===== src/rtl/dcif_pkg.sv =====
// shared types and constants for the memory-operand stage
// array is direct mapped with no tags and ignores the low 3 address bits
// microstate encodings are fixed because condition bits are ORed into jump
`default_nettype none

package dcif_pkg;

    // datapath widths
    localparam int ADDR_W = 32;
    localparam int DATA_W = 64;
    localparam int UW_W   = 10;

    typedef logic [ADDR_W-1:0] addr_t;
    typedef logic [DATA_W-1:0] data_t;
    typedef logic [UW_W-1:0]   uword_t;

    // bit 1 set by start, bit 2 by request ready, bit 0 by response valid
    typedef enum logic [2:0] {
        US_IDLE = 3'b000,
        US_REQ  = 3'b010,
        US_WAIT = 3'b110,
        US_DONE = 3'b111
    } ustate_e;

    typedef enum logic [1:0] {
        UC_NONE      = 2'b00,
        UC_START     = 2'b01,
        UC_REQ_READY = 2'b10,
        UC_DP_VALID  = 2'b11
    } ucond_e;

    // microword field positions
    localparam int UW_E_VALID      = 9;
    localparam int UW_A_READY      = 8;
    localparam int UW_COND_LSB     = 6;
    localparam int UW_JUMP_LSB     = 3;
    localparam int UW_RD_REQ_VALID = 2;
    localparam int UW_RD_DP_READY  = 1;
    localparam int UW_LD_MDR       = 0;

    // data array geometry
    localparam int DCACHE_WORDS   = 256;
    localparam int DCACHE_IDX_W   = 8;
    localparam int DCACHE_IDX_LSB = 3;

    typedef logic [DCACHE_IDX_W-1:0] idx_t;

    // request accept to response valid
    localparam int DP_LATENCY = 2;
    localparam int DP_CNT_W   = $clog2(DP_LATENCY + 1);

endpackage

`default_nettype wire


===== src/rtl/dcache_interface.sv =====
// microcoded read interface, one cache read per accepted instruction
// op1 wins over op0; both invalid means no transfer at all
// downstream must take data_out in its single e_valid cycle
`timescale 1ns/100ps
`default_nettype none

module dcache_interface (
    input  logic            clk,
    input  logic            rst_n,
    input  logic            a_valid,
    input  logic            e_ready,
    input  dcif_pkg::addr_t op0_address,
    input  logic            op0_address_is_valid,
    input  dcif_pkg::addr_t op1_address,
    input  logic            op1_address_is_valid,
    output logic            a_ready,
    output logic            e_valid,
    output dcif_pkg::data_t data_out,
    output logic            rd_req_valid,
    input  logic            rd_req_ready,
    output dcif_pkg::addr_t rd_req_address,
    input  logic            rd_dp_valid,
    output logic            rd_dp_ready,
    input  dcif_pkg::data_t rd_dp_read_data
);
    import dcif_pkg::*;

    ustate_e    ustate;
    uword_t     uword;
    ucond_e     cond;
    logic [2:0] jump;
    logic       ld_mdr;
    logic       op_accept;
    addr_t      op_sel;
    addr_t      addr_q;

    dcif_control_store u_control_store (
        .ustate (ustate),
        .uword  (uword)
    );

    dcif_microsequencer u_microsequencer (
        .clk                  (clk),
        .rst_n                (rst_n),
        .jump                 (jump),
        .cond                 (cond),
        .a_valid              (a_valid),
        .e_ready              (e_ready),
        .op0_address_is_valid (op0_address_is_valid),
        .op1_address_is_valid (op1_address_is_valid),
        .rd_req_ready         (rd_req_ready),
        .rd_dp_valid          (rd_dp_valid),
        .ustate               (ustate)
    );

    // microword decode
    assign e_valid      = uword[UW_E_VALID];
    assign a_ready      = uword[UW_A_READY];
    assign cond         = ucond_e'(uword[UW_COND_LSB +: 2]);
    assign jump         = uword[UW_JUMP_LSB +: 3];
    assign rd_req_valid = uword[UW_RD_REQ_VALID];
    assign rd_dp_ready  = uword[UW_RD_DP_READY];
    assign ld_mdr       = uword[UW_LD_MDR];

    // a_ready is only set in idle so this is the start cycle
    assign op_accept = a_valid & a_ready & e_ready
                     & (op0_address_is_valid | op1_address_is_valid);

    // reference mux priority
    assign op_sel = op1_address_is_valid ? op1_address : op0_address;

    // upstream may move on after the start cycle
    always_ff @(posedge clk) begin
        if (op_accept) begin
            addr_q <= op_sel;
        end
    end

    assign rd_req_address = addr_q;

    // mdr holds until the next response transfer
    always_ff @(posedge clk) begin
        if (!rst_n) begin
            data_out <= '0;
        end else if (ld_mdr && rd_dp_valid && rd_dp_ready) begin
            data_out <= rd_dp_read_data;
        end
    end

endmodule

`default_nettype wire


===== src/rtl/dcif_control_store.sv =====
// microcode table for the dcache read interface
// purely combinational; unknown states fall back to idle with strobes off
`timescale 1ns/100ps
`default_nettype none

module dcif_control_store (
    input  dcif_pkg::ustate_e ustate,
    output dcif_pkg::uword_t  uword
);
    import dcif_pkg::*;

    // field order matches the UW_* positions in the package
    function automatic uword_t pack_uword(
        input logic    e_valid,
        input logic    a_ready,
        input ucond_e  cond,
        input ustate_e jump,
        input logic    req_valid,
        input logic    dp_ready,
        input logic    ld_mdr
    );
        return {e_valid, a_ready, cond, jump, req_valid, dp_ready, ld_mdr};
    endfunction

    always_comb begin
        case (ustate)
            // wait for an operand, start lifts jump to US_REQ
            US_IDLE: begin
                uword = pack_uword(1'b0, 1'b1, UC_START, US_IDLE, 1'b0, 1'b0, 1'b0);
            end
            // hold request until the array takes it
            US_REQ: begin
                uword = pack_uword(1'b0, 1'b0, UC_REQ_READY, US_REQ, 1'b1, 1'b0, 1'b0);
            end
            // accept response and load mdr
            US_WAIT: begin
                uword = pack_uword(1'b0, 1'b0, UC_DP_VALID, US_WAIT, 1'b0, 1'b1, 1'b1);
            end
            // result valid for exactly one cycle
            US_DONE: begin
                uword = pack_uword(1'b1, 1'b0, UC_NONE, US_IDLE, 1'b0, 1'b0, 1'b0);
            end
            default: begin
                uword = pack_uword(1'b0, 1'b0, UC_NONE, US_IDLE, 1'b0, 1'b0, 1'b0);
            end
        endcase
    end

endmodule

`default_nettype wire


===== src/rtl/dcif_microsequencer.sv =====
// next microstate = jump target ORed with the selected condition bit
// start is only sampled through UC_START so it matters in idle alone
`timescale 1ns/100ps
`default_nettype none

module dcif_microsequencer (
    input  logic              clk,
    input  logic              rst_n,
    input  logic [2:0]        jump,
    input  dcif_pkg::ucond_e  cond,
    input  logic              a_valid,
    input  logic              e_ready,
    input  logic              op0_address_is_valid,
    input  logic              op1_address_is_valid,
    input  logic              rd_req_ready,
    input  logic              rd_dp_valid,
    output dcif_pkg::ustate_e ustate
);
    import dcif_pkg::*;

    logic       start;
    logic       start_hit;
    logic       req_hit;
    logic       dp_hit;
    logic [2:0] next_bits;

    // operand offered, downstream can take a result, some address valid
    assign start = a_valid & e_ready & (op0_address_is_valid | op1_address_is_valid);

    // one condition per microword
    assign start_hit = (cond == UC_START) & start;
    assign req_hit   = (cond == UC_REQ_READY) & rd_req_ready;
    assign dp_hit    = (cond == UC_DP_VALID) & rd_dp_valid;

    // each condition owns one bit of the target
    assign next_bits = jump | {req_hit, start_hit, dp_hit};

    // microstate register
    always_ff @(posedge clk) begin
        if (!rst_n) begin
            ustate <= US_IDLE;
        end else begin
            ustate <= ustate_e'(next_bits);
        end
    end

endmodule

`default_nettype wire


===== config.mk =====
export PLATFORM = sky130hd
export DESIGN_NAME = dcache_interface
export DESIGN_NICKNAME = d
export VERILOG_FILES = /design/src/rtl/dcif_pkg.sv /design/src/rtl/dcache_interface.sv /design/src/rtl/dcif_control_store.sv /design/src/rtl/dcif_microsequencer.sv
export SDC_FILE = /design/constraint.sdc
export NUM_CORES = 1
export LEC_CHECK = 0
export ABC_AREA = 1
export BUFFER_PORTS_ARGS = -buffer_cell sky130_fd_sc_hd__buf_2
export CAP_MARGIN = 40
export CORE_MARGIN = 4
export CORE_UTILIZATION = 44
export DETAILED_ROUTE_END_ITERATION = 10
export GPL_TIMING_DRIVEN = 0
export HOLD_SLACK_MARGIN = 0.05
export PLACE_DENSITY = 0.8
export SYNTH_ARGS = -nofsm -noshare
export SYNTH_HDL_FRONTEND = slang
export SYNTH_SLANG_ARGS = --single-unit
export TNS_END_PERCENT = 20

===== constraint.sdc =====
create_clock -name clk -period 2 [get_ports clk]
set_clock_uncertainty 0.1 [all_clocks]
set_input_delay 0.3 -clock clk [delete_from_list [all_inputs] [get_ports clk]]
set_output_delay 0.3 -clock clk [all_outputs]
set_load 0.01 [all_outputs]

==> metrics.txt <==
DR WL met2 5930 um; FP Rows 34; Die Y 105 um; Hold Violations, Final 0; n_diodes 0; fmax 557 MHz; Placed Area 0.00543 mm2; initial antenna violation count 0; status complete, no violations; yosys warns 0; Max-Cap Viols 0; CTS tree yes; vias in the first global route 3833; Clock Tree Root clkbuf_8; crit path launch type register; num ports 236; DR WL met3 752 um; pre-CTS WS 0.134 ns; Skew-Pair Late Insertion Delay 0.34 ns; DRT antenna net count 0; type of the tightest min-delay check input pin to register; Yosys top cell area share 0.327; Max H-tree Level 3; drc violations 0; DPL Wire Length 9110 um; Static Leakage 0.00319 uW; clock slew at reported path FFs 0.09 ns; synth unique cells 13; design area 0.00568 mm2; Gate Count Post-Synth 496; TritonCTS Sinks 99; PwrDens 675 mW/mm2; endpoint type of the worst setup path register; Starting Density 0.461; Chip Width 105 um; Post-Route WL 11400 um; fin. max-slew vios 0; Seq/Total Area, Yosys 0.562; Final Setup Violations 0; period utilization 0.897; fraction of layout cells with a size suffix above 1 0.399; Slew headroom 0.673; gr usage total 0.204; Netlist Area Pre-Place 0.00410 mm2; Met1 Wirelength 4560 um; Resized Gates After CTS 0; largest net degree at the start of global routing 24; RSZ-0062 raised after global routing no; worst setup margin 0.206 ns; Area growth, synth to finish 38.5%; max layer used met4; Fill cells 768; Synth area leaders dfxtp_1, edfxtp_1, nor2_1, nand2_1, mux2_2; Worst Path Required 1.95 ns; routability-driven placement congestion ratio 0.813; routed len/inst 13.3 um; post-synth top area cell dfxtp_1; CP Max Fanout 23; first-pass GRT wire length 18100 um; DR iter-0 viols 127; total number of vias 3845; Inserted Clock Buffers 9; CP arrival 1.75 ns; Longest Clk Path Bufs 2; kind of critical path register to register; #FFs+latches synth 99; nets@finish 881; Peak supply drop 0.309 mV; vias per cell 4.48; Post-Syn Nets 632; worst-margin pin slew 0.491 ns; Core ar. 0.00889 mm2; die area 0.0109 mm2; Port-buffer cells 233; total iterations of the first detailed-routing run 4; total grt overflow 0; Tmin final 1.79 ns; Syn Area/Cell 8.26 um2
## cell families after synthesis
logic type,Yosys count,share of synthesized area
and+or+nand+nor,270,0.248
buffers and inverters,93,0.100
muxes,32,0.0879
DFF,99,0.562
AOI/OAI and AO/OA,2,0.00244
## path summary, 6_finish.rpt
check | startpoint | endpoint | slack [ns] | depth (start not counted)
hold reg to reg | data_out[63]$_SDFFE_PN0P_ | data_out[63]$_SDFFE_PN0P_ | 0.41 | 4
setup / recovery | u_microsequencer.ustate[0]$_SDFF_PN0_ | rd_req_address[18]$_DFFE_PP_ | 0.21 | 6
setup reg to reg | u_microsequencer.ustate[0]$_SDFF_PN0_ | rd_req_address[18]$_DFFE_PP_ | 0.21 | 6
hold / removal | rd_dp_read_data[20] | data_out[20]$_SDFFE_PN0P_ | 0.07 | 3
## flip-flops by register name (all words and copies together) (netlist names)
signal	cells
rd_req_address	32
u_microsequencer.ustate	3
data_out	64
## cell usage in the layout (no fill, tap or decap)
| cell type | netlist | routed |
|---|---|---|
| a21oi_1 | 1 | 1 |
| buf_16 | 0 | 1 |
| buf_2 | 13 | 246 |
| buf_4 | 2 | 2 |
| buf_6 | 5 | 5 |
| bufinv_16 | 0 | 2 |
| clkbuf_1 | 5 | 8 |
| clkbuf_8 | 0 | 9 |
| clkinvlp_4 | 0 | 2 |
| dfxtp_1 | 67 | 67 |
| dlygate4sd3_1 | 0 | 4 |
| edfxtp_1 | 32 | 32 |
| inv_1 | 68 | 68 |
| mux2_2 | 32 | 32 |
| nand2_1 | 133 | 133 |
| nand4_1 | 1 | 1 |
| nor2_1 | 136 | 136 |
| o21ai_0 | 1 | 1 |
## what timing repair did
action,in CTS,in global routing
hold endpoints to repair,4,0
setup endpoints to repair,0,0
hold buffers,4,0
buffers inserted,0,0
## area by class of cell
cell class / count / area, um2 / share of cell area
Clock inverter: 4 / 75.1 / 0.0132
Tap cell: 108 / 135 / 0.0238
Multi-Input combinational cell: 304 / 1390 / 0.244
Inverter: 68 / 255 / 0.0450
Timing Repair Buffer: 238 / 1230 / 0.217
Clock buffer: 12 / 135 / 0.0238
Buffer: 25 / 155 / 0.0273
Sequential cell: 99 / 2300 / 0.405
## worst max-delay path, cell delays in order, from the launching register on
cell and delay [ns]:
dfxtp_1 0.32, inv_1 0.10, nand2_1 0.07, nor2_1 0.18
nand2_1 0.11, inv_1 0.38, buf_16 0.23
## per-stage QoR
step           power (uW)  instances  hold WS (ns)  TNS [ns]  utilization
3_5_place_dp         2510        838         0.397         0        0.610
6_report             3830        858        0.0689         0        0.639
4_1_cts              3880        858        0.0503         0        0.639
5_1_grt              3990        858        0.0619         0        0.639
3_3_place_gp         2490        837         0.394     -5.45        0.607
2_1_floorplan        2310        496         0.335         0            -
## cells in the mapped netlist
| cell type | count |
|---|---|
| nand4_1 | 1 |
| buf_4 | 2 |
| mux2_2 | 32 |
| nor2_1 | 136 |
| buf_2 | 13 |
| edfxtp_1 | 32 |
| o21ai_0 | 1 |
| clkbuf_1 | 5 |
| a21oi_1 | 1 |
| dfxtp_1 | 67 |
| inv_1 | 68 |
| buf_6 | 5 |
| nand2_1 | 133 |
## power by group
group          switching, uW  internal (uW)
clock network            658            707
logic                    154            185
registers               10.4           2120
## per-layer routing
metal	global-route usage	vias to the layer above
li1	-	1971
met4	0.0646	0
met2	0.376	129
met5	0	-
met3	0.0403	14
met1	0.235	1731
Power figures use the tool's default switching activity.
